--- config.mk ---
export PLATFORM = sky130hd
export DESIGN_NAME = rv_core
export DESIGN_NICKNAME = d
export VERILOG_FILES = /design/src/design/rv_pkg.sv /design/src/design/rv_alu.sv /design/src/design/rv_core.sv /design/src/design/rv_decoder.sv /design/src/design/rv_hazard_unit.sv /design/src/design/rv_reg_file.sv
export SDC_FILE = /design/constraint.sdc
export NUM_CORES = 2
export LEC_CHECK = 0
export BUFFER_PORTS_ARGS = -buffer_cell sky130_fd_sc_hd__buf_2
export CAP_MARGIN = 30
export CELL_PAD_IN_SITES_DETAIL_PLACEMENT = 1
export CELL_PAD_IN_SITES_GLOBAL_PLACEMENT = 1
export CORE_ASPECT_RATIO = 0.75
export CORE_MARGIN = 4
export CORE_UTILIZATION = 40
export DETAILED_ROUTE_END_ITERATION = 16
export GPL_ROUTABILITY_DRIVEN = 0
export MAX_ROUTING_LAYER = met4
export PLACE_DENSITY_LB_ADDON = 0.1
export SLEW_MARGIN = 20
export SYNTH_ARGS = -nofsm -noshare
export SYNTH_HDL_FRONTEND = slang
export SYNTH_SLANG_ARGS = --single-unit
--- constraint.sdc ---
create_clock -name clk -period 16.3 [get_ports clk]
set_clock_uncertainty 0.05 [all_clocks]
set_input_delay 1.63 -clock clk [delete_from_list [all_inputs] [get_ports clk]]
set_output_delay 1.63 -clock clk [all_outputs]
set_load 0.01 [all_outputs]
--- src/design/rv_pkg.sv ---
// shared widths, fixed encodings and enums for the rv32i pipeline core
package rv_pkg;

	// ------------------------------
	// widths
	// ------------------------------
	localparam int xlen        = 32;
	localparam int reg_addr_w  = 5;
	localparam int word_addr_w = 30;

	// fixed values
	localparam logic [xlen-1:0] reset_pc  = 32'h0000_0000;
	// addi x0, x0, 0
	localparam logic [xlen-1:0] nop_instr = 32'h0000_0013;

	// funct3 fields of the kept subset
	localparam logic [2:0] f3_add = 3'b000;
	localparam logic [2:0] f3_sll = 3'b001;
	localparam logic [2:0] f3_slt = 3'b010;
	localparam logic [2:0] f3_xor = 3'b100;
	localparam logic [2:0] f3_srl = 3'b101;
	localparam logic [2:0] f3_or  = 3'b110;
	localparam logic [2:0] f3_and = 3'b111;
	// beq is the other branch, funct3 zero
	localparam logic [2:0] f3_bne = 3'b001;

	// ------------------------------
	// enums
	// ------------------------------
	typedef enum logic [6:0] {
		op_rtype  = 7'b0110011,
		op_itype  = 7'b0010011,
		op_load   = 7'b0000011,
		op_store  = 7'b0100011,
		op_branch = 7'b1100011,
		op_jal    = 7'b1101111
	} opcode_t;

	typedef enum logic [3:0] {
		alu_add = 4'd0,
		alu_sub = 4'd1,
		alu_and = 4'd2,
		alu_or  = 4'd3,
		alu_xor = 4'd4,
		alu_slt = 4'd5,
		alu_sll = 4'd6,
		alu_srl = 4'd7
	} alu_op_t;

	// operand source in execute
	typedef enum logic [1:0] {
		fwd_none = 2'b00,
		fwd_wb   = 2'b01,
		fwd_mem  = 2'b10
	} fwd_sel_t;

endpackage

--- src/design/rv_alu.sv ---
`timescale 1ns/1ps
// execute-stage alu with zero flag for branch compares
module rv_alu (
	input  logic [rv_pkg::xlen-1:0] a,
	input  logic [rv_pkg::xlen-1:0] b,
	input  rv_pkg::alu_op_t         op,
	output logic [rv_pkg::xlen-1:0] result,
	output logic                    zero
);
	import rv_pkg::*;

	logic signed_lt;

	assign signed_lt = $signed(a) < $signed(b);

	always_comb begin
		case (op)
			alu_add: result = a + b;
			alu_sub: result = a - b;
			alu_and: result = a & b;
			alu_or:  result = a | b;
			alu_xor: result = a ^ b;
			alu_slt: result = {{(xlen-1){1'b0}}, signed_lt};
			// shift amount is the low five bits only
			alu_sll: result = a << b[4:0];
			alu_srl: result = a >> b[4:0];
			default: result = '0;
		endcase
	end

	// beq/bne use this after a subtract
	assign zero = (result == '0);

endmodule

--- src/design/rv_core.sv ---
`timescale 1ns/1ps
// five-stage in-order rv32i pipeline with forwarding, load-use stall and flushes
module rv_core (
	input  logic                           clk,
	input  logic                           rst_n,
	output logic [rv_pkg::word_addr_w-1:0] imem_addr,
	input  logic [rv_pkg::xlen-1:0]        imem_data,
	output logic                           dmem_read,
	output logic                           dmem_write,
	output logic [rv_pkg::word_addr_w-1:0] dmem_addr,
	output logic [rv_pkg::xlen-1:0]        dmem_wdata,
	input  logic [rv_pkg::xlen-1:0]        dmem_rdata,
	input  logic                           mem_stall
);
	import rv_pkg::*;

	// fetch and fetch/decode
	logic [xlen-1:0] pc;
	logic [xlen-1:0] if_id_instr;
	logic [xlen-1:0] if_id_pc;

	// decode
	logic                  id_reg_write, id_mem_read, id_mem_write, id_alu_src;
	logic                  id_mem_to_reg, id_branch, id_jump;
	alu_op_t               id_alu_op;
	logic [xlen-1:0]       id_imm, id_rs1_data, id_rs2_data, id_jal_target;
	logic [reg_addr_w-1:0] id_rs1, id_rs2, id_rd;

	// decode/execute
	logic                  id_ex_reg_write, id_ex_mem_read, id_ex_mem_write, id_ex_alu_src;
	logic                  id_ex_mem_to_reg, id_ex_branch, id_ex_jump, id_ex_bne;
	alu_op_t               id_ex_alu_op;
	logic [xlen-1:0]       id_ex_rs1_data, id_ex_rs2_data, id_ex_imm, id_ex_pc;
	logic [reg_addr_w-1:0] id_ex_rs1, id_ex_rs2, id_ex_rd;

	// execute
	fwd_sel_t        fwd_a, fwd_b;
	logic [xlen-1:0] ex_src_a, ex_rs2_val, ex_src_b, ex_alu_result;
	logic [xlen-1:0] ex_branch_target, ex_link;
	logic            ex_zero, ex_branch_taken;

	// execute/memory
	logic                  ex_mem_reg_write, ex_mem_mem_read, ex_mem_mem_write;
	logic                  ex_mem_mem_to_reg, ex_mem_jump;
	logic [reg_addr_w-1:0] ex_mem_rd;
	logic [xlen-1:0]       ex_mem_alu, ex_mem_store_data, ex_mem_link, mem_fwd_value;

	// memory/writeback
	logic                  mem_wb_reg_write, mem_wb_mem_to_reg, mem_wb_jump;
	logic [reg_addr_w-1:0] mem_wb_rd;
	logic [xlen-1:0]       mem_wb_alu, mem_wb_rdata, mem_wb_link, wb_data;

	logic load_use_stall, flush_if, flush_ex;

	// ------------------------------
	// fetch
	// ------------------------------
	assign imem_addr = pc[xlen-1:2];

	always_ff @(posedge clk) begin
		if (!rst_n) begin
			pc <= reset_pc;
		end else if (!mem_stall) begin
			if (flush_ex)
				pc <= ex_branch_target;
			else if (load_use_stall)
				pc <= pc;
			else if (flush_if)
				pc <= id_jal_target;
			else
				pc <= pc + 32'd4;
		end
	end

	always_ff @(posedge clk) begin
		if (!rst_n) begin
			if_id_instr <= nop_instr;
		end else if (!mem_stall) begin
			if (flush_if) begin
				if_id_instr <= nop_instr;
			end else if (!load_use_stall) begin
				if_id_instr <= imem_data;
				if_id_pc    <= pc;
			end
		end
	end

	// ------------------------------
	// decode
	// ------------------------------
	assign id_rs1 = if_id_instr[19:15];
	assign id_rs2 = if_id_instr[24:20];
	assign id_rd  = if_id_instr[11:7];

	rv_decoder u_decoder (
		.instr      (if_id_instr),
		.reg_write  (id_reg_write),
		.mem_read   (id_mem_read),
		.mem_write  (id_mem_write),
		.alu_src    (id_alu_src),
		.mem_to_reg (id_mem_to_reg),
		.branch     (id_branch),
		.jump       (id_jump),
		.alu_op     (id_alu_op),
		.imm        (id_imm)
	);

	rv_reg_file u_reg_file (
		.clk      (clk),
		.rst_n    (rst_n),
		.we       (mem_wb_reg_write),
		.rs1      (id_rs1),
		.rs2      (id_rs2),
		.rd       (mem_wb_rd),
		.rd_data  (wb_data),
		.rs1_data (id_rs1_data),
		.rs2_data (id_rs2_data)
	);

	// jal resolves here
	assign id_jal_target = if_id_pc + id_imm;

	always_ff @(posedge clk) begin
		if (!rst_n || (!mem_stall && (flush_ex || load_use_stall))) begin
			id_ex_reg_write  <= 1'b0;
			id_ex_mem_read   <= 1'b0;
			id_ex_mem_write  <= 1'b0;
			id_ex_alu_src    <= 1'b0;
			id_ex_mem_to_reg <= 1'b0;
			id_ex_branch     <= 1'b0;
			id_ex_jump       <= 1'b0;
			id_ex_bne        <= 1'b0;
			id_ex_alu_op     <= alu_add;
		end else if (!mem_stall) begin
			id_ex_reg_write  <= id_reg_write;
			id_ex_mem_read   <= id_mem_read;
			id_ex_mem_write  <= id_mem_write;
			id_ex_alu_src    <= id_alu_src;
			id_ex_mem_to_reg <= id_mem_to_reg;
			id_ex_branch     <= id_branch;
			id_ex_jump       <= id_jump;
			id_ex_bne        <= (if_id_instr[14:12] == f3_bne);
			id_ex_alu_op     <= id_alu_op;
		end
	end

	always_ff @(posedge clk) begin
		if (!mem_stall) begin
			id_ex_rs1_data <= id_rs1_data;
			id_ex_rs2_data <= id_rs2_data;
			id_ex_imm      <= id_imm;
			id_ex_pc       <= if_id_pc;
			id_ex_rs1      <= id_rs1;
			id_ex_rs2      <= id_rs2;
			id_ex_rd       <= id_rd;
		end
	end

	// ------------------------------
	// execute
	// ------------------------------
	function automatic logic [xlen-1:0] fwd_mux(
		input fwd_sel_t        sel,
		input logic [xlen-1:0] reg_val,
		input logic [xlen-1:0] mem_val,
		input logic [xlen-1:0] wb_val
	);
		case (sel)
			fwd_mem: return mem_val;
			fwd_wb:  return wb_val;
			default: return reg_val;
		endcase
	endfunction

	assign ex_src_a   = fwd_mux(fwd_a, id_ex_rs1_data, mem_fwd_value, wb_data);
	assign ex_rs2_val = fwd_mux(fwd_b, id_ex_rs2_data, mem_fwd_value, wb_data);
	assign ex_src_b   = id_ex_alu_src ? id_ex_imm : ex_rs2_val;

	rv_alu u_alu (
		.a      (ex_src_a),
		.b      (ex_src_b),
		.op     (id_ex_alu_op),
		.result (ex_alu_result),
		.zero   (ex_zero)
	);

	assign ex_branch_target = id_ex_pc + id_ex_imm;
	assign ex_link          = id_ex_pc + 32'd4;
	// beq takes on zero, bne on nonzero
	assign ex_branch_taken  = id_ex_branch && (ex_zero ^ id_ex_bne);

	rv_hazard_unit u_hazard (
		.id_rs1          (id_rs1),
		.id_rs2          (id_rs2),
		.ex_rs1          (id_ex_rs1),
		.ex_rs2          (id_ex_rs2),
		.ex_rd           (id_ex_rd),
		.mem_rd          (ex_mem_rd),
		.wb_rd           (mem_wb_rd),
		.ex_mem_read     (id_ex_mem_read),
		.mem_reg_write   (ex_mem_reg_write),
		.wb_reg_write    (mem_wb_reg_write),
		.id_jump         (id_jump),
		.ex_branch_taken (ex_branch_taken),
		.fwd_a           (fwd_a),
		.fwd_b           (fwd_b),
		.load_use_stall  (load_use_stall),
		.flush_if        (flush_if),
		.flush_ex        (flush_ex)
	);

	always_ff @(posedge clk) begin
		if (!rst_n) begin
			ex_mem_reg_write  <= 1'b0;
			ex_mem_mem_read   <= 1'b0;
			ex_mem_mem_write  <= 1'b0;
			ex_mem_mem_to_reg <= 1'b0;
			ex_mem_jump       <= 1'b0;
		end else if (!mem_stall) begin
			ex_mem_reg_write  <= id_ex_reg_write;
			ex_mem_mem_read   <= id_ex_mem_read;
			ex_mem_mem_write  <= id_ex_mem_write;
			ex_mem_mem_to_reg <= id_ex_mem_to_reg;
			ex_mem_jump       <= id_ex_jump;
		end
	end

	always_ff @(posedge clk) begin
		if (!mem_stall) begin
			ex_mem_rd         <= id_ex_rd;
			ex_mem_alu        <= ex_alu_result;
			ex_mem_store_data <= ex_rs2_val;
			ex_mem_link       <= ex_link;
		end
	end

	// ------------------------------
	// memory and writeback
	// ------------------------------
	assign dmem_read     = ex_mem_mem_read;
	assign dmem_write    = ex_mem_mem_write;
	assign dmem_addr     = ex_mem_alu[xlen-1:2];
	assign dmem_wdata    = ex_mem_store_data;
	// a jal in memory forwards its link, not the alu value
	assign mem_fwd_value = ex_mem_jump ? ex_mem_link : ex_mem_alu;

	always_ff @(posedge clk) begin
		if (!rst_n) begin
			mem_wb_reg_write  <= 1'b0;
			mem_wb_mem_to_reg <= 1'b0;
			mem_wb_jump       <= 1'b0;
		end else if (!mem_stall) begin
			mem_wb_reg_write  <= ex_mem_reg_write;
			mem_wb_mem_to_reg <= ex_mem_mem_to_reg;
			mem_wb_jump       <= ex_mem_jump;
		end
	end

	always_ff @(posedge clk) begin
		if (!mem_stall) begin
			mem_wb_rd    <= ex_mem_rd;
			mem_wb_alu   <= ex_mem_alu;
			mem_wb_rdata <= dmem_rdata;
			mem_wb_link  <= ex_mem_link;
		end
	end

	assign wb_data = mem_wb_mem_to_reg ? mem_wb_rdata :
		(mem_wb_jump ? mem_wb_link : mem_wb_alu);

	a_dmem_strobes: assert property (@(posedge clk) disable iff (!rst_n)
		!(dmem_read && dmem_write));

endmodule

--- src/design/rv_decoder.sv ---
`timescale 1ns/1ps
// instruction decoder giving control levels, alu operation and sign-extended immediate
module rv_decoder (
	input  logic [rv_pkg::xlen-1:0] instr,
	output logic                    reg_write,
	output logic                    mem_read,
	output logic                    mem_write,
	output logic                    alu_src,
	output logic                    mem_to_reg,
	output logic                    branch,
	output logic                    jump,
	output rv_pkg::alu_op_t         alu_op,
	output logic [rv_pkg::xlen-1:0] imm
);
	import rv_pkg::*;

	logic [2:0] funct3;

	assign funct3 = instr[14:12];

	// shared by r-type and i-type, sub only comes from r-type
	function automatic alu_op_t funct_to_alu(input logic [2:0] f3, input logic sub);
		alu_op_t op;
		case (f3)
			f3_add:  op = sub ? alu_sub : alu_add;
			f3_sll:  op = alu_sll;
			f3_slt:  op = alu_slt;
			f3_xor:  op = alu_xor;
			f3_srl:  op = alu_srl;
			f3_or:   op = alu_or;
			f3_and:  op = alu_and;
			default: op = alu_add;
		endcase
		return op;
	endfunction

	always_comb begin
		// defaults describe a bubble
		reg_write  = 1'b0;
		mem_read   = 1'b0;
		mem_write  = 1'b0;
		alu_src    = 1'b0;
		mem_to_reg = 1'b0;
		branch     = 1'b0;
		jump       = 1'b0;
		alu_op     = alu_add;
		imm        = '0;
		case (opcode_t'(instr[6:0]))
			op_rtype: begin
				reg_write = 1'b1;
				alu_op    = funct_to_alu(funct3, instr[30]);
			end
			op_itype: begin
				reg_write = 1'b1;
				alu_src   = 1'b1;
				alu_op    = funct_to_alu(funct3, 1'b0);
				imm       = {{20{instr[31]}}, instr[31:20]};
			end
			op_load: begin
				reg_write  = 1'b1;
				mem_read   = 1'b1;
				alu_src    = 1'b1;
				mem_to_reg = 1'b1;
				imm        = {{20{instr[31]}}, instr[31:20]};
			end
			op_store: begin
				mem_write = 1'b1;
				alu_src   = 1'b1;
				imm       = {{20{instr[31]}}, instr[31:25], instr[11:7]};
			end
			op_branch: begin
				// compare by subtraction, zero flag decides
				branch = 1'b1;
				alu_op = alu_sub;
				imm    = {{19{instr[31]}}, instr[31], instr[7], instr[30:25], instr[11:8], 1'b0};
			end
			op_jal: begin
				reg_write = 1'b1;
				jump      = 1'b1;
				imm       = {{11{instr[31]}}, instr[31], instr[19:12], instr[20],
					instr[30:21], 1'b0};
			end
			default: ;
		endcase
	end

endmodule

--- src/design/rv_hazard_unit.sv ---
`timescale 1ns/1ps
// forwarding select, load-use stall and flush decisions for the pipeline
module rv_hazard_unit (
	input  logic [rv_pkg::reg_addr_w-1:0] id_rs1,
	input  logic [rv_pkg::reg_addr_w-1:0] id_rs2,
	input  logic [rv_pkg::reg_addr_w-1:0] ex_rs1,
	input  logic [rv_pkg::reg_addr_w-1:0] ex_rs2,
	input  logic [rv_pkg::reg_addr_w-1:0] ex_rd,
	input  logic [rv_pkg::reg_addr_w-1:0] mem_rd,
	input  logic [rv_pkg::reg_addr_w-1:0] wb_rd,
	input  logic                          ex_mem_read,
	input  logic                          mem_reg_write,
	input  logic                          wb_reg_write,
	input  logic                          id_jump,
	input  logic                          ex_branch_taken,
	output rv_pkg::fwd_sel_t              fwd_a,
	output rv_pkg::fwd_sel_t              fwd_b,
	output logic                          load_use_stall,
	output logic                          flush_if,
	output logic                          flush_ex
);
	import rv_pkg::*;

	logic load_hit;

	// ------------------------------
	// forwarding
	// ------------------------------
	// memory stage is younger, so it wins over writeback
	function automatic fwd_sel_t fwd_source(
		input logic [reg_addr_w-1:0] src,
		input logic [reg_addr_w-1:0] m_rd,
		input logic                  m_we,
		input logic [reg_addr_w-1:0] w_rd,
		input logic                  w_we
	);
		fwd_sel_t sel;
		if (src == '0)
			sel = fwd_none;
		else if (m_we && m_rd == src)
			sel = fwd_mem;
		else if (w_we && w_rd == src)
			sel = fwd_wb;
		else
			sel = fwd_none;
		return sel;
	endfunction

	assign fwd_a = fwd_source(ex_rs1, mem_rd, mem_reg_write, wb_rd, wb_reg_write);
	assign fwd_b = fwd_source(ex_rs2, mem_rd, mem_reg_write, wb_rd, wb_reg_write);

	// ------------------------------
	// stall and flush
	// ------------------------------
	assign load_hit = ex_mem_read && (ex_rd != '0) && (ex_rd == id_rs1 || ex_rd == id_rs2);

	// a taken branch kills the waiting consumer anyway
	assign load_use_stall = load_hit && !ex_branch_taken;
	assign flush_ex       = ex_branch_taken;
	// jal only redirects once it is free to leave decode
	assign flush_if       = ex_branch_taken || (id_jump && !load_use_stall);

endmodule

--- src/design/rv_reg_file.sv ---
`timescale 1ns/1ps
// 32-entry register file, x0 stays zero, reads see the same-cycle write
module rv_reg_file (
	input  logic                          clk,
	input  logic                          rst_n,
	input  logic                          we,
	input  logic [rv_pkg::reg_addr_w-1:0] rs1,
	input  logic [rv_pkg::reg_addr_w-1:0] rs2,
	input  logic [rv_pkg::reg_addr_w-1:0] rd,
	input  logic [rv_pkg::xlen-1:0]       rd_data,
	output logic [rv_pkg::xlen-1:0]       rs1_data,
	output logic [rv_pkg::xlen-1:0]       rs2_data
);
	import rv_pkg::*;

	logic [xlen-1:0] regs [0:(1<<reg_addr_w)-1];
	logic            wr_active;

	// writes to x0 are dropped here
	assign wr_active = we && (rd != '0);

	always_ff @(posedge clk) begin
		if (!rst_n) begin
			for (int i = 0; i < (1 << reg_addr_w); i++)
				regs[i] <= '0;
		end else if (wr_active) begin
			regs[rd] <= rd_data;
		end
	end

	// write-first bypass
	assign rs1_data = (wr_active && rd == rs1) ? rd_data : regs[rs1];
	assign rs2_data = (wr_active && rd == rs2) ? rd_data : regs[rs2];

	a_x0_zero: assert property (@(posedge clk) disable iff (!rst_n)
		(rs1 != '0 || rs1_data == '0) && (rs2 != '0 || rs2_data == '0));

endmodule

==> run metrics <==
Total GRT Usage=31.6%; CTS Root Cell=clkbuf_16; Die ar.=around 220,000 um2; ranking of synthesized cells by area=edfxtp_1 50%, mux4_2 17%, nor2_1 5.4%, ha_1 2.5%, dfxtp_1 2.2%; RSZ-0062 raised after global routing=no; status=complete, no violations; vias post-DR=62.2k; syn_area_per_cell=12.8 um2; CP Data Arrival Time=11,430 ps; CP Launch Type=flop; Pins Over Slew Limit=0; first-pass GRT wire length=477 mm; EDFF count, synth=1,390; Inserted Clock Buffers=168; # clock sinks=1,481; final setup vio count=0; Synth top cells by count=1,390 x edfxtp_1, 1,221 x nor2_1, 641 x mux4_2; Cells after Synth=6,558; cell count after placement=9,133; Non-Filler Instances=approximately 9.4k; Crit Path Category=flop to flop; Die Wd=roughly 540 um; Post-CTS Setup Bufs=0; Worst Path Max Fanout=47; CP max stage delay=1020 ps; R2R depth=29; Max Cap Viol=0; starting density of the core=a little over 40%; Seq/Total Area, Yosys=roughly half; setup TNS=0 ps; remaining global-route overflow=0; initial antenna violation count=16; FF-to-FF setup slack=5530 ps; Top reg by flops=u_reg_file.regs; nets@finish=between 6k and 7k; YS warnings=0; Mapped Area=84,100 um2; DR WL/cell=36.0 um; post-route ant nets=0; hold violation count in the final report=0; period utilization=66.1%; Clock Latency Late Sink=870 ps; fin crit period=10,770 ps; overall power=about 0.011 W; initial DRC count=9,269; end of the worst register-to-register path=pc[12]; f_max=0.0928 GHz; half-perimeter wire length after placement=222 mm; Crit path required time=approximately 17,000 ps; Lkg Pwr=33.2 nW; Synth area leader=edfxtp_1; pwr dens=~110 nW/um2; worst hold-check path type=flop to flop; H-tree levels=4; # rows=145; FFs w/ async S/R, synth=0%; critical path's slowest cell=ha_2; layout cell share with drive strength beyond 1=22.5%; io pins=161; worst hold start=ex_mem_link[8]; synth unique cells=97; slew of the pin with the lowest slew margin=approximately 1100 ps; top-area cell type share of the netlist area=49.6%; cell with the most instances after synthesis=edfxtp_1; Peak VDD IR=0.0691 mV; largest net degree at the start of global routing=135; core area=roughly 210,000 um2; Hold Crit Depth=0; Main synth FF type=edfxtp_1; Max clock buf depth=4; post-route DRC violation count=0; Worst R2R Start=ex_mem_rd[1]; number of port buffers=160; CTS tree=done; die height=405 um; Area growth syn-to-layout=10.6%; Relative slew margins=a little under a quarter; post-CTS resize count=0; Setup crit end kind=flop; via/cell ratio=6.59; Synth Register Bits=1,481; max reg flops=1,024; Reg clk slew, reported paths=60 ps; WHS Endpoint=mem_wb_link[8]; vias in the first global route=61.7k; DRT Pass-1 Iters=7; hold buffer count at cts=0; drt total wl=340 mm
## kinds of logic after synthesis
group           after synthesis  share of synthesized area [%]
flops                      1481                           51.8
compound gates             1042                           8.78
mux                         907                           20.8
fa+ha+maj                   173                           2.61
other cells                   1                        0.00446
xor+xnor                    161                           1.68
buf+inv                     756                           3.89
simple gates               2037                           10.4
## critical path: cells and delay by family (launching register included)
family                   cells  cell delay, ps
adder cells (fa/ha/maj)      3            1800
flip-flops                   1             480
XOR/XNOR                     1             190
AO/OA/AOI/OAI               10            2620
buffers and inverters        6            1730
AND/OR/NAND/NOR              9            3660
## layer usage
layer / global-route usage (%) / vias up / part of all wire [%]
li1: - / 25100 / -
met1: 47.4 / 32900 / 44
met2: 43.1 / 3698 / 42
met3: 7.50 / 492 / 11
met4: 7.26 / 0 / 2.6
met5: - / - / 0
## metrics by stage
step	area [um2]	hold WS, ps	util (%)	setup WS [ps]
after floorplan	84200	376	-	2810
after global placement	87700	385	42.0	5840
after detailed placement	87800	387	42.1	5650
after CTS	92900	395	44.5	5600
after global routing	93000	406	44.6	5300
final	93000	398	44.6	5530
## report_power, final
part	total, W	switching [W]	internal (W)	leakage [nW]
combinational	0.00231	0.00153	0.000771	15.8
sequential	0.00459	0.000198	0.00439	14.9
clock	0.00366	0.00163	0.00204	2.45
total	0.0106	0.00336	0.00720	33.2
## layout by cell type, fill, tap and decap left out, types with 51 or more instances in the layout
cell / n
edfxtp_1: 1390
nor2_1: 1219
mux4_2: 641
nand2_1: 239
a21oi_1: 236
buf_4: 184
clkbuf_16: 172
ha_1: 168
buf_2: 165
mux2i_1: 145
inv_1: 137
o21ai_0: 123
a211oi_1: 117
nand3_1: 106
xnor2_1: 103
nor2b_1: 88
nor3_1: 81
mux2_2: 80
dfxtp_1: 77
o22ai_1: 64
xor2_1: 58
a22o_1: 51
nand2_2: 51
## cell type report
type	count	area [um2]
Tap cell	2793	3490
Inverter	149	569
Multi-Input combinational cell	4352	37800
Antenna cell	7	17.5
Clock inverter	85	651
Fill cell	21200	116000
Timing Repair Buffer	364	2500
Clock buffer	206	4400
Sequential cell	1481	43600
## worst max path at each step
stage	depth (start not counted)	end	from	slack [ps]
2_1_floorplan	6	id_ex_mem_write	mem_stall	2810
4_1_cts	27	pc[12]	id_ex_rs2[1]	5600
5_1_grt	29	pc[12]	mem_wb_rd[4]	5300
6_report	29	pc[12]	ex_mem_rd[1]	5530
3_5_place_dp	27	pc[12]	id_ex_rs2[1]	5650
3_3_place_gp	28	pc[23]	mem_wb_rd[4]	5840
Power figures use the tool's default switching activity.
